## src/tmr_pkg.sv

```systemverilog
// TMR accumulator shared types
`default_nettype none

package tmr_pkg;

  localparam int unsigned NumCores   = 3;
  localparam int unsigned DataWidth  = 16;
  localparam int unsigned NumCredits = 4;  // Queue depth and response credits
  localparam int unsigned CntWidth   = 8;

  localparam int unsigned PtrWidth  = $clog2(NumCredits);
  localparam int unsigned FillWidth = $clog2(NumCredits + 1);
  localparam int unsigned ShWidth   = $clog2(DataWidth);

  typedef enum logic [1:0] {
    OP_LOAD = 2'd0,
    OP_ADD  = 2'd1,
    OP_XOR  = 2'd2,
    OP_SHL  = 2'd3
  } op_e;

  typedef struct packed {
    op_e                  op;
    logic [DataWidth-1:0] operand;
  } cmd_t;

  // Replica state, the voted quantity
  typedef struct packed {
    logic                 valid;
    logic [DataWidth-1:0] acc;
    op_e                  op;
  } core_state_t;

  typedef struct packed {
    logic [DataWidth-1:0] acc;
    op_e                  op;
  } rsp_t;

endpackage

`default_nettype wire

```

## src/cmd_ingress.sv

```systemverilog
// Command queue with credit return
`timescale 1ns/1ps
`default_nettype none

module cmd_ingress (
  input  logic          clk_i,
  input  logic          arst_n_i,
  input  logic          cmd_valid_i,
  input  tmr_pkg::cmd_t cmd_i,
  input  logic          issue_ok_i,
  output logic          cmd_credit_o,
  output logic          issue_o,
  output tmr_pkg::cmd_t issue_cmd_o
);

  tmr_pkg::cmd_t mem_q [tmr_pkg::NumCredits];

  logic [tmr_pkg::PtrWidth-1:0]  wr_ptr_q;
  logic [tmr_pkg::PtrWidth-1:0]  rd_ptr_q;
  logic [tmr_pkg::FillWidth-1:0] fill_q;
  logic                          push;
  logic                          pop;

  // Sender credits keep the queue from overflowing
  assign push = cmd_valid_i && (fill_q != tmr_pkg::FillWidth'(tmr_pkg::NumCredits));
  assign pop  = (fill_q != '0) && issue_ok_i;

  assign issue_o      = pop;
  assign issue_cmd_o  = mem_q[rd_ptr_q];
  assign cmd_credit_o = pop;  // One credit back per issued command

  always_ff @(posedge clk_i) begin
    if (push) begin
      mem_q[wr_ptr_q] <= cmd_i;
    end
  end

  always_ff @(posedge clk_i or negedge arst_n_i) begin
    if (!arst_n_i) begin
      wr_ptr_q <= '0;
      rd_ptr_q <= '0;
      fill_q   <= '0;
    end else begin
      if (push) begin
        wr_ptr_q <= wr_ptr_q + 1'b1;
      end
      if (pop) begin
        rd_ptr_q <= rd_ptr_q + 1'b1;
      end
      case ({push, pop})
        2'b10:   fill_q <= fill_q + 1'b1;
        2'b01:   fill_q <= fill_q - 1'b1;
        default: fill_q <= fill_q;
      endcase
    end
  end

endmodule

`default_nettype wire

```

## src/acc_core.sv

```systemverilog
// Accumulator core replica
`timescale 1ns/1ps
`default_nettype none

module acc_core (
  input  logic                 clk_i,
  input  logic                 arst_n_i,
  input  logic                 issue_i,
  input  tmr_pkg::cmd_t        cmd_i,
  input  logic                 resync_i,
  input  tmr_pkg::core_state_t voted_i,
  input  logic                 fault_inj_i,
  output tmr_pkg::core_state_t state_o
);

  tmr_pkg::core_state_t state_q;
  tmr_pkg::core_state_t state_d;

  logic [tmr_pkg::DataWidth-1:0] base_acc;
  logic [tmr_pkg::DataWidth-1:0] result;
  tmr_pkg::op_e                  base_op;

  always_comb begin
    // Resync replaces the local state before the command is applied
    base_acc = resync_i ? voted_i.acc : state_q.acc;
    base_op  = resync_i ? voted_i.op : state_q.op;

    case (cmd_i.op)
      tmr_pkg::OP_LOAD: result = cmd_i.operand;
      tmr_pkg::OP_ADD:  result = base_acc + cmd_i.operand;
      tmr_pkg::OP_XOR:  result = base_acc ^ cmd_i.operand;
      tmr_pkg::OP_SHL:  result = base_acc << cmd_i.operand[tmr_pkg::ShWidth-1:0];
      default:          result = base_acc;
    endcase

    state_d.valid = issue_i;
    state_d.acc   = base_acc;
    state_d.op    = base_op;
    if (issue_i) begin
      state_d.acc = result;
      state_d.op  = cmd_i.op;
    end
    if (fault_inj_i) begin
      state_d.acc = base_acc ^ tmr_pkg::DataWidth'(1);  // Flip bit 0
    end
  end

  always_ff @(posedge clk_i or negedge arst_n_i) begin
    if (!arst_n_i) begin
      state_q <= '0;
    end else begin
      state_q <= state_d;
    end
  end

  assign state_o = state_q;

endmodule

`default_nettype wire

```

## src/tmr_voter.sv

```systemverilog
// Bitwise majority voter
`timescale 1ns/1ps
`default_nettype none

module tmr_voter (
  input  tmr_pkg::core_state_t [tmr_pkg::NumCores-1:0] state_i,
  output tmr_pkg::core_state_t                         voted_o,
  output logic                 [tmr_pkg::NumCores-1:0] faulty_o,
  output logic                                         error_o,
  output logic                                         failure_o
);

  logic [$bits(tmr_pkg::core_state_t)-1:0] s0;
  logic [$bits(tmr_pkg::core_state_t)-1:0] s1;
  logic [$bits(tmr_pkg::core_state_t)-1:0] s2;

  assign s0 = state_i[0];
  assign s1 = state_i[1];
  assign s2 = state_i[2];

  // Two of three per bit
  assign voted_o = (s0 & s1) | (s0 & s2) | (s1 & s2);

  always_comb begin
    for (int i = 0; i < tmr_pkg::NumCores; i++) begin
      faulty_o[i] = (state_i[i] != voted_o);
    end
  end

  assign error_o = |faulty_o;

  // No pair agrees
  assign failure_o = (s0 != s1) && (s0 != s2) && (s1 != s2);

endmodule

`default_nettype wire

```

## src/fault_monitor.sv

```systemverilog
// Replica error counters and resync
`timescale 1ns/1ps
`default_nettype none

module fault_monitor (
  input  logic                                         clk_i,
  input  logic                                         arst_n_i,
  input  logic [tmr_pkg::NumCores-1:0]                 faulty_i,
  output logic [tmr_pkg::NumCores-1:0]                 resync_o,
  output logic [tmr_pkg::NumCores-1:0][tmr_pkg::CntWidth-1:0] err_cnt_o
);

  logic [tmr_pkg::NumCores-1:0][tmr_pkg::CntWidth-1:0] err_cnt_q;

  // Faulty replica loads the voted state at the edge closing its faulty cycle
  assign resync_o = faulty_i;

  always_ff @(posedge clk_i or negedge arst_n_i) begin
    if (!arst_n_i) begin
      err_cnt_q <= '0;
    end else begin
      for (int i = 0; i < tmr_pkg::NumCores; i++) begin
        if (faulty_i[i] && (err_cnt_q[i] != '1)) begin  // Saturate at all ones
          err_cnt_q[i] <= err_cnt_q[i] + 1'b1;
        end
      end
    end
  end

  assign err_cnt_o = err_cnt_q;

endmodule

`default_nettype wire

```

## src/rsp_egress.sv

```systemverilog
// Response credits and output register
`timescale 1ns/1ps
`default_nettype none

module rsp_egress (
  input  logic                 clk_i,
  input  logic                 arst_n_i,
  input  logic                 issue_i,
  input  tmr_pkg::core_state_t voted_i,
  input  logic                 rsp_credit_i,
  output logic                 issue_ok_o,
  output logic                 rsp_valid_o,
  output tmr_pkg::rsp_t        rsp_o
);

  logic [tmr_pkg::FillWidth-1:0] credit_q;
  logic                          rsp_valid_q;
  tmr_pkg::rsp_t                 rsp_q;

  assign issue_ok_o = (credit_q != '0);

  always_ff @(posedge clk_i or negedge arst_n_i) begin
    if (!arst_n_i) begin
      credit_q    <= tmr_pkg::FillWidth'(tmr_pkg::NumCredits);
      rsp_valid_q <= 1'b0;
    end else begin
      credit_q    <= credit_q + tmr_pkg::FillWidth'(rsp_credit_i)
                     - tmr_pkg::FillWidth'(issue_i);
      rsp_valid_q <= voted_i.valid;
    end
  end

  always_ff @(posedge clk_i) begin
    if (voted_i.valid) begin
      rsp_q <= '{acc: voted_i.acc, op: voted_i.op};
    end
  end

  assign rsp_valid_o = rsp_valid_q;
  assign rsp_o       = rsp_q;

endmodule

`default_nettype wire

```

## src/tmr_core_wrap.sv

```systemverilog
// TMR accumulator top level
`timescale 1ns/1ps
`default_nettype none

module tmr_core_wrap (
  input  logic                                         clk_i,
  input  logic                                         arst_n_i,
  input  logic                                         cmd_valid_i,
  input  tmr_pkg::cmd_t                                cmd_i,
  output logic                                         cmd_credit_o,
  input  logic                                         rsp_credit_i,
  output logic                                         rsp_valid_o,
  output tmr_pkg::rsp_t                                rsp_o,
  input  logic [tmr_pkg::NumCores-1:0]                 fault_inj_i,
  output logic                                         tmr_error_o,
  output logic                                         tmr_failure_o,
  output logic [tmr_pkg::NumCores-1:0]                 faulty_o,
  output logic [tmr_pkg::NumCores-1:0][tmr_pkg::CntWidth-1:0] err_cnt_o
);

  logic                                         issue_ok;
  logic                                         issue;
  tmr_pkg::cmd_t                                issue_cmd;
  tmr_pkg::core_state_t [tmr_pkg::NumCores-1:0] core_state;
  tmr_pkg::core_state_t                         voted;
  logic [tmr_pkg::NumCores-1:0]                 resync;

  cmd_ingress u_ingress (
    .clk_i        (clk_i),
    .arst_n_i     (arst_n_i),
    .cmd_valid_i  (cmd_valid_i),
    .cmd_i        (cmd_i),
    .issue_ok_i   (issue_ok),
    .cmd_credit_o (cmd_credit_o),
    .issue_o      (issue),
    .issue_cmd_o  (issue_cmd)
  );

  // Same command to every replica
  for (genvar i = 0; i < tmr_pkg::NumCores; i++) begin : gen_cores
    acc_core u_core (
      .clk_i       (clk_i),
      .arst_n_i    (arst_n_i),
      .issue_i     (issue),
      .cmd_i       (issue_cmd),
      .resync_i    (resync[i]),
      .voted_i     (voted),
      .fault_inj_i (fault_inj_i[i]),
      .state_o     (core_state[i])
    );
  end

  tmr_voter u_voter (
    .state_i   (core_state),
    .voted_o   (voted),
    .faulty_o  (faulty_o),
    .error_o   (tmr_error_o),
    .failure_o (tmr_failure_o)
  );

  fault_monitor u_monitor (
    .clk_i     (clk_i),
    .arst_n_i  (arst_n_i),
    .faulty_i  (faulty_o),
    .resync_o  (resync),
    .err_cnt_o (err_cnt_o)
  );

  rsp_egress u_egress (
    .clk_i        (clk_i),
    .arst_n_i     (arst_n_i),
    .issue_i      (issue),
    .voted_i      (voted),
    .rsp_credit_i (rsp_credit_i),
    .issue_ok_o   (issue_ok),
    .rsp_valid_o  (rsp_valid_o),
    .rsp_o        (rsp_o)
  );

endmodule

`default_nettype wire

```

## config.mk

```make
export PLATFORM = sky130hd
export DESIGN_NAME = tmr_core_wrap
export DESIGN_NICKNAME = d
export VERILOG_FILES = /design/src/tmr_pkg.sv /design/src/cmd_ingress.sv /design/src/acc_core.sv /design/src/tmr_voter.sv /design/src/fault_monitor.sv /design/src/rsp_egress.sv /design/src/tmr_core_wrap.sv
export SDC_FILE = /design/constraint.sdc
export NUM_CORES = 1
export LEC_CHECK = 0
export BUFFER_PORTS_ARGS = -buffer_cell sky130_fd_sc_hd__buf_2
export CAP_MARGIN = 20
export CORE_MARGIN = 1
export CORE_UTILIZATION = 35
export CTS_BUF_LIST = sky130_fd_sc_hd__clkbuf_4
export DETAILED_ROUTE_END_ITERATION = 10
export GPL_TIMING_DRIVEN = 0
export SYNTH_ARGS = -nofsm -noshare
export SYNTH_HDL_FRONTEND = slang
export SYNTH_HIERARCHICAL = 1
export SYNTH_SLANG_ARGS = --single-unit
```

## constraint.sdc

```tcl
create_clock -name clk_i -period 4.5 [get_ports clk_i]
set_input_delay 0 -clock clk_i [delete_from_list [all_inputs] [get_ports clk_i]]
set_output_delay 0 -clock clk_i [all_outputs]
set_load 0.02 [all_outputs]
```

### Word level (Yosys, flattened, before mapping)

Memories as Yosys holds them, arrays and structs flattened.
Cells that the tools add are included.

* memories kept: 1
* flip-flop bits (word level): 108
* memory bits (writable): 72

* shift-type cells: 3
* reductions and logical operators: 15
* muxes and demuxes: 18
* eq/ne operators: 15
* bitwise logic cells: 11
* add/sub/neg operators: 12

Memories
* u_ingress.mem_q: depth 4, bits a word 18, read ports 1, clocked after Yosys merged registers in 0, wr ports 1, line cmd_ingress.sv:16 `tmr_pkg::cmd_t mem_q [tmr_pkg::NumCredits];`

Operators with widths (number)
* case mux 16 bit (4 select lines): 3
* two-way mux 16 bit: 6
* AND 19 bit: 3
* inequality test 19 bit: 3
* two-way mux 18 bit: 3
* inequality test 18 bit: 3
* adder 16 bit: 3
* << shifter 16 x 4 -> 16 bit: 3
* bitwise XOR 16 bit: 3
* bitwise OR 19 bit: 2
* adder 8 x 1 -> 8 bit, second input constant: 3
* inequality test 8 bit, second input constant: 3
* nonzero test 2 bit: 4
* logical AND 1 bit: 7
* equality test 2 bit, second input constant: 3
* two-way mux 2 bit: 3
* case mux 3 bit (2 select lines): 1
* nonzero test 3 bit: 2
* adder 2 x 1 -> 2 bit, second input constant: 2
* equality test 2 x 1 -> 1 bit, second input constant: 2
* adder 3 x 1 -> 3 bit: 1
* adder 3 x 1 -> 3 bit, second input constant: 1
* inequality test 3 bit, second input constant: 1
* NOT 1 bit: 3
* 5 further kinds: 6

### Longest topological paths before layout

* depth in word-level cells: 9
* depth in mapped cells: 20

### Modules after synthesis

Netlist, hierarchy kept.

Modules (own cells, without submodules)
* cmd_ingress: instances 1, cells an instance 132, area an instance 3030.4 um^2
* acc_core at gen_cores[0].u_core: instances 1, cells an instance 351, area an instance 3024.2 um^2
* acc_core at gen_cores[2].u_core: instances 1, cells an instance 357, area an instance 3012.9 um^2
* acc_core at gen_cores[1].u_core: instances 1, cells an instance 347, area an instance 2936.6 um^2
* tmr_voter: instances 1, cells an instance 229, area an instance 1969.4 um^2
* fault_monitor: instances 1, cells an instance 110, area an instance 1226.2 um^2
* rsp_egress: instances 1, cells an instance 31, area an instance 732.0 um^2

### Worst setup path after synthesis

OpenSTA, ideal clock, no wires.

* path kind: flip-flop to flip-flop
* start: register gen_cores[0].u_core.state_q, in the netlist gen_cores[0].u_core/state_o[16]
* end: register gen_cores[2].u_core.state_q, in the netlist gen_cores[2].u_core/state_o[8]
* library setup time: 125 ps
* buffers on the path: 5
* data required time: 4375 ps
* cell stages (with the launch flop): 19
* path slack: -453 ps
* arrival time: 4828 ps
* cells stage by stage: dfrtp_1 ha_1 or3_1 xor2_1 nor3_1 nand3_1 buf_4 buf_6 buf_2 buf_2 buf_2 mux2_2 ha_1 nor2b_1 o31ai_1 a21oi_1 xor2_1 mux4_2 mux2_4

RTL lines
* start: declaration: line acc_core.sv:16 `tmr_pkg::core_state_t state_q;`
* start signal: assignment: line acc_core.sv:52 `state_q <= state_d;`
* end signal: assignment: line acc_core.sv:52
* end: declaration: line acc_core.sv:16

==> metrics <==
wire per inst 24.6 µm; HP Class in2reg; area fraction in compound gates after synthesis 18.0%; Worst path slowest cell dfrtp_2; post-synth top area share 17.0%; CP Class reg2reg; R2R setup slack 0.03 ns; CTS root buf clkbuf_4; crit-path leading delay family simple AND/OR/NAND/NOR gates; cell mode on critical path buf_12; Final ANT Viol Nets 0; Yosys top cell by area edfxtp_1; 1st-iter DRT viols 1315; CTS Buffer Depth 2; GRT overflow 0; H-Tree Depth 4; number of buffers and inverters on the critical path 3; post-synthesis cell count 1557; EDFF count, synth 90; die extent in x 215 µm; hold slack 0.105 ns; mux share of post-synthesis cell area 19.2%; most frequent cell after synthesis ha_1; via count 14900; Slew Limit Headroom 31.8%; maxcap violations 0; share of layout cells above drive strength 1 31.3%; reg2reg start gen_cores[2].u_core/state_o[16]; Row Count 77; nets 1917; Slew @ Worst Pin 1.02 ns; main combinational cell family by area after synthesis multiplexers; Skew-Pair Late Insertion Delay 0.73 ns; Crit. End Element flop; Post-Synth Simple-Gate Area 15.0%; most frequent cells after synthesis ha_1, nor2_1, a21oi_1; Syn Area/Cell 10.2 µm²; Synth Area in Adders 9.66%; hold depth 3; total CTS buffers 17; Starting Density 35.8%; period utilization 99.4%; r2r endpoint gen_cores[0].u_core/state_o[17]; # setup viols final 0; drt drc 0; CTS tree built; Worst Hold End gen_cores[1].u_core/state_o[2]; Max Slew Vio Count 0; Ports 74; core footprint 0.0445 mm²; arrival time worst endpoint 5.10 ns; first-pass GRT wire length 87300 µm; Yosys cell types 100; Port Buffers 73; CP startpoint gen_cores[2].u_core/state_o[16]; xor and xnor area share after synthesis 3.05%; FF-to-FF path depth 16; maximum clock rate 0.224 GHz; antenna violations before repair 3; Post-Syn Area 0.0159 mm²; clock skew 0.0336 ns; register area share after synthesis 31.4%; Die ar. 0.0464 mm²; RSZ-0062 raised after global routing yes; Max FO, Critical Path 10; die height 215 µm; Primary FF master, synth dfrtp_1; #FFs+latches synth 182; Vias/cell 6.25; hold path startpoint fault_inj_i[1]; DP Wirelength 40800 µm; Reg clk slew, reported paths 0.17 ns; CP required 5.13 ns; share of flip-flops with an asynchronous set or reset 50.5%; Ys Warns 6; Fin. Hold Viols 0; GRT Total Usage 25.0%; largest cells by area after synthesis edfxtp_1, dfrtp_1, ha_1, mux4_2, mux2i_1; number of global-route vias before repair 14400; net count after synthesis 1702; CP cell instances ha_2, nor4_1, o22ai_1, nor4_2, nand3_2, buf_12, buf_12, buf_6, mux2_2, ha_1, a21o_1, o21bai_1, a221o_1, o21ai_1, or3b_4, a221oi_4; CTS Sinks 182; critical path launch point type flop; largest net degree at the start of global routing 49; final wirelength 58500 µm; Final GP Congestion 0.987; status finished clean; drt first pass iters 6; Area growth syn-to-layout 21.6%; slowest stage delay, CP 0.50 ns; post-layout minimum cycle time 4.47 ns
## metal layers
metal / GRT usage (%) / vias to the layer above / part of all wire, %
met5: 0 / - / 0
met1: 31.6 / 7307 / 41
met3: 5.72 / 170 / 8.4
met4: 12.1 / 0 / 4.6
met2: 40.0 / 776 / 46
li1: - / 6631 / -
## metrics by stage
stage	area, µm²	setup TNS [ns]	instances	util [%]	worst slack, ns
5_1_grt	19400	-0.380	2380	43.5	-0.0818
6_report	19400	0	2380	43.5	0.0265
3_5_place_dp	17200	-22.97	2223	38.7	-1.13
4_1_cts	18800	0	2360	42.2	0.000308
2_1_floorplan	16100	-0.0681	1557	-	-0.0604
3_3_place_gp	17200	-22.50	2222	38.6	-1.10
## cell families (layout without fill, tap and decap cells)
family	count (synthesis)	after routing
other	0	3
buffers and inverters	124	352
multiplexers	205	205
XOR/XNOR	52	52
adder cells (fa/ha/maj)	120	120
AO/OA/AOI/OAI	424	424
flip-flops	182	182
AND/OR/NAND/NOR	450	450
## worst max-delay path by stage
stage / depth (start not counted) / slack [ns] / endpoint
6_report: 16 / 0.03 / gen_cores[0].u_core/state_o[17]
5_1_grt: 16 / -0.08 / gen_cores[2].u_core/state_o[8]
4_1_cts: 16 / 0.0003 / gen_cores[0].u_core/state_o[17]
3_5_place_dp: 20 / -1.13 / gen_cores[1].u_core/state_o[12]
3_3_place_gp: 20 / -1.10 / gen_cores[1].u_core/state_o[12]
2_1_floorplan: 20 / -0.06 / gen_cores[1].u_core/state_o[12]
## timing repair
action                                  in CTS  in global routing
endpoints found under the setup margin      44                 25
setup buffers                               63                 21
endpoints found under the hold margin      209                  0
hold buffers                                46                  0
pin swaps                                   27                 23
resized for setup                          104                 87
## worst register-to-register path, stage by stage (launching register included)
cell      delay [ns]
dfrtp_2         0.50
ha_2            0.23
nor4_1          0.43
o22ai_1         0.15
nor4_2          0.32
nand3_2         0.18
buf_12          0.18
buf_12          0.14
buf_6           0.17
mux2_2          0.32
ha_1            0.23
a21o_1          0.22
o21bai_1        0.18
a221o_1         0.34
o21ai_1         0.13
or3b_4          0.41
a221oi_4        0.29
## cells in the final DEF, fill, tap and decap left out, types with 13 or more instances in the layout
master / n
o21ai_0: 61
o22ai_1: 45
nor2_1: 99
buf_2: 82
edfxtp_1: 90
nor2b_1: 17
clkbuf_1: 39
or3_1: 13
mux4_2: 62
dlygate4sd3_1: 45
nor3_1: 28
o31a_1: 39
a31oi_1: 15
mux2_2: 53
a21o_1: 21
o21a_1: 13
nand3_1: 32
ha_2: 36
dfrtp_1: 43
xnor2_1: 29
xor2_1: 19
buf_4: 89
clkbuf_4: 19
mux2i_1: 60
nand4_1: 13
a211oi_1: 19
nor4_1: 37
inv_1: 35
ha_4: 14
ha_1: 65
a21oi_1: 86
nor4_2: 21
dfrtp_2: 48
nand2_1: 88
## sequential cells by signal, summed over array words and instances, names as in the netlist
name and cells:
u_egress/rsp_o 18, u_ingress/wr_ptr_q 2, u_ingress/fill_q 3, gen_cores.u_core/state_o 57, u_egress/credit_q 3, u_egress/rsp_valid_o 1
u_ingress/mem_q 72, u_monitor/err_cnt_o 24, u_ingress/rd_ptr_q 2
## cell type report
cell class	count	area (µm²)
Timing Repair Buffer	202	1500
Inverter	45	169
Sequential cell	182	5070
Clock inverter	14	180
Antenna cell	3	7.51
Multi-Input combinational cell	1251	11100
Fill cell	4270	25100
Buffer	73	437
Clock buffer	18	135
Tap cell	592	741
Power is not shown: default switching activity piles up to over one toggle a cycle in this logic, so the estimate is an artifact.
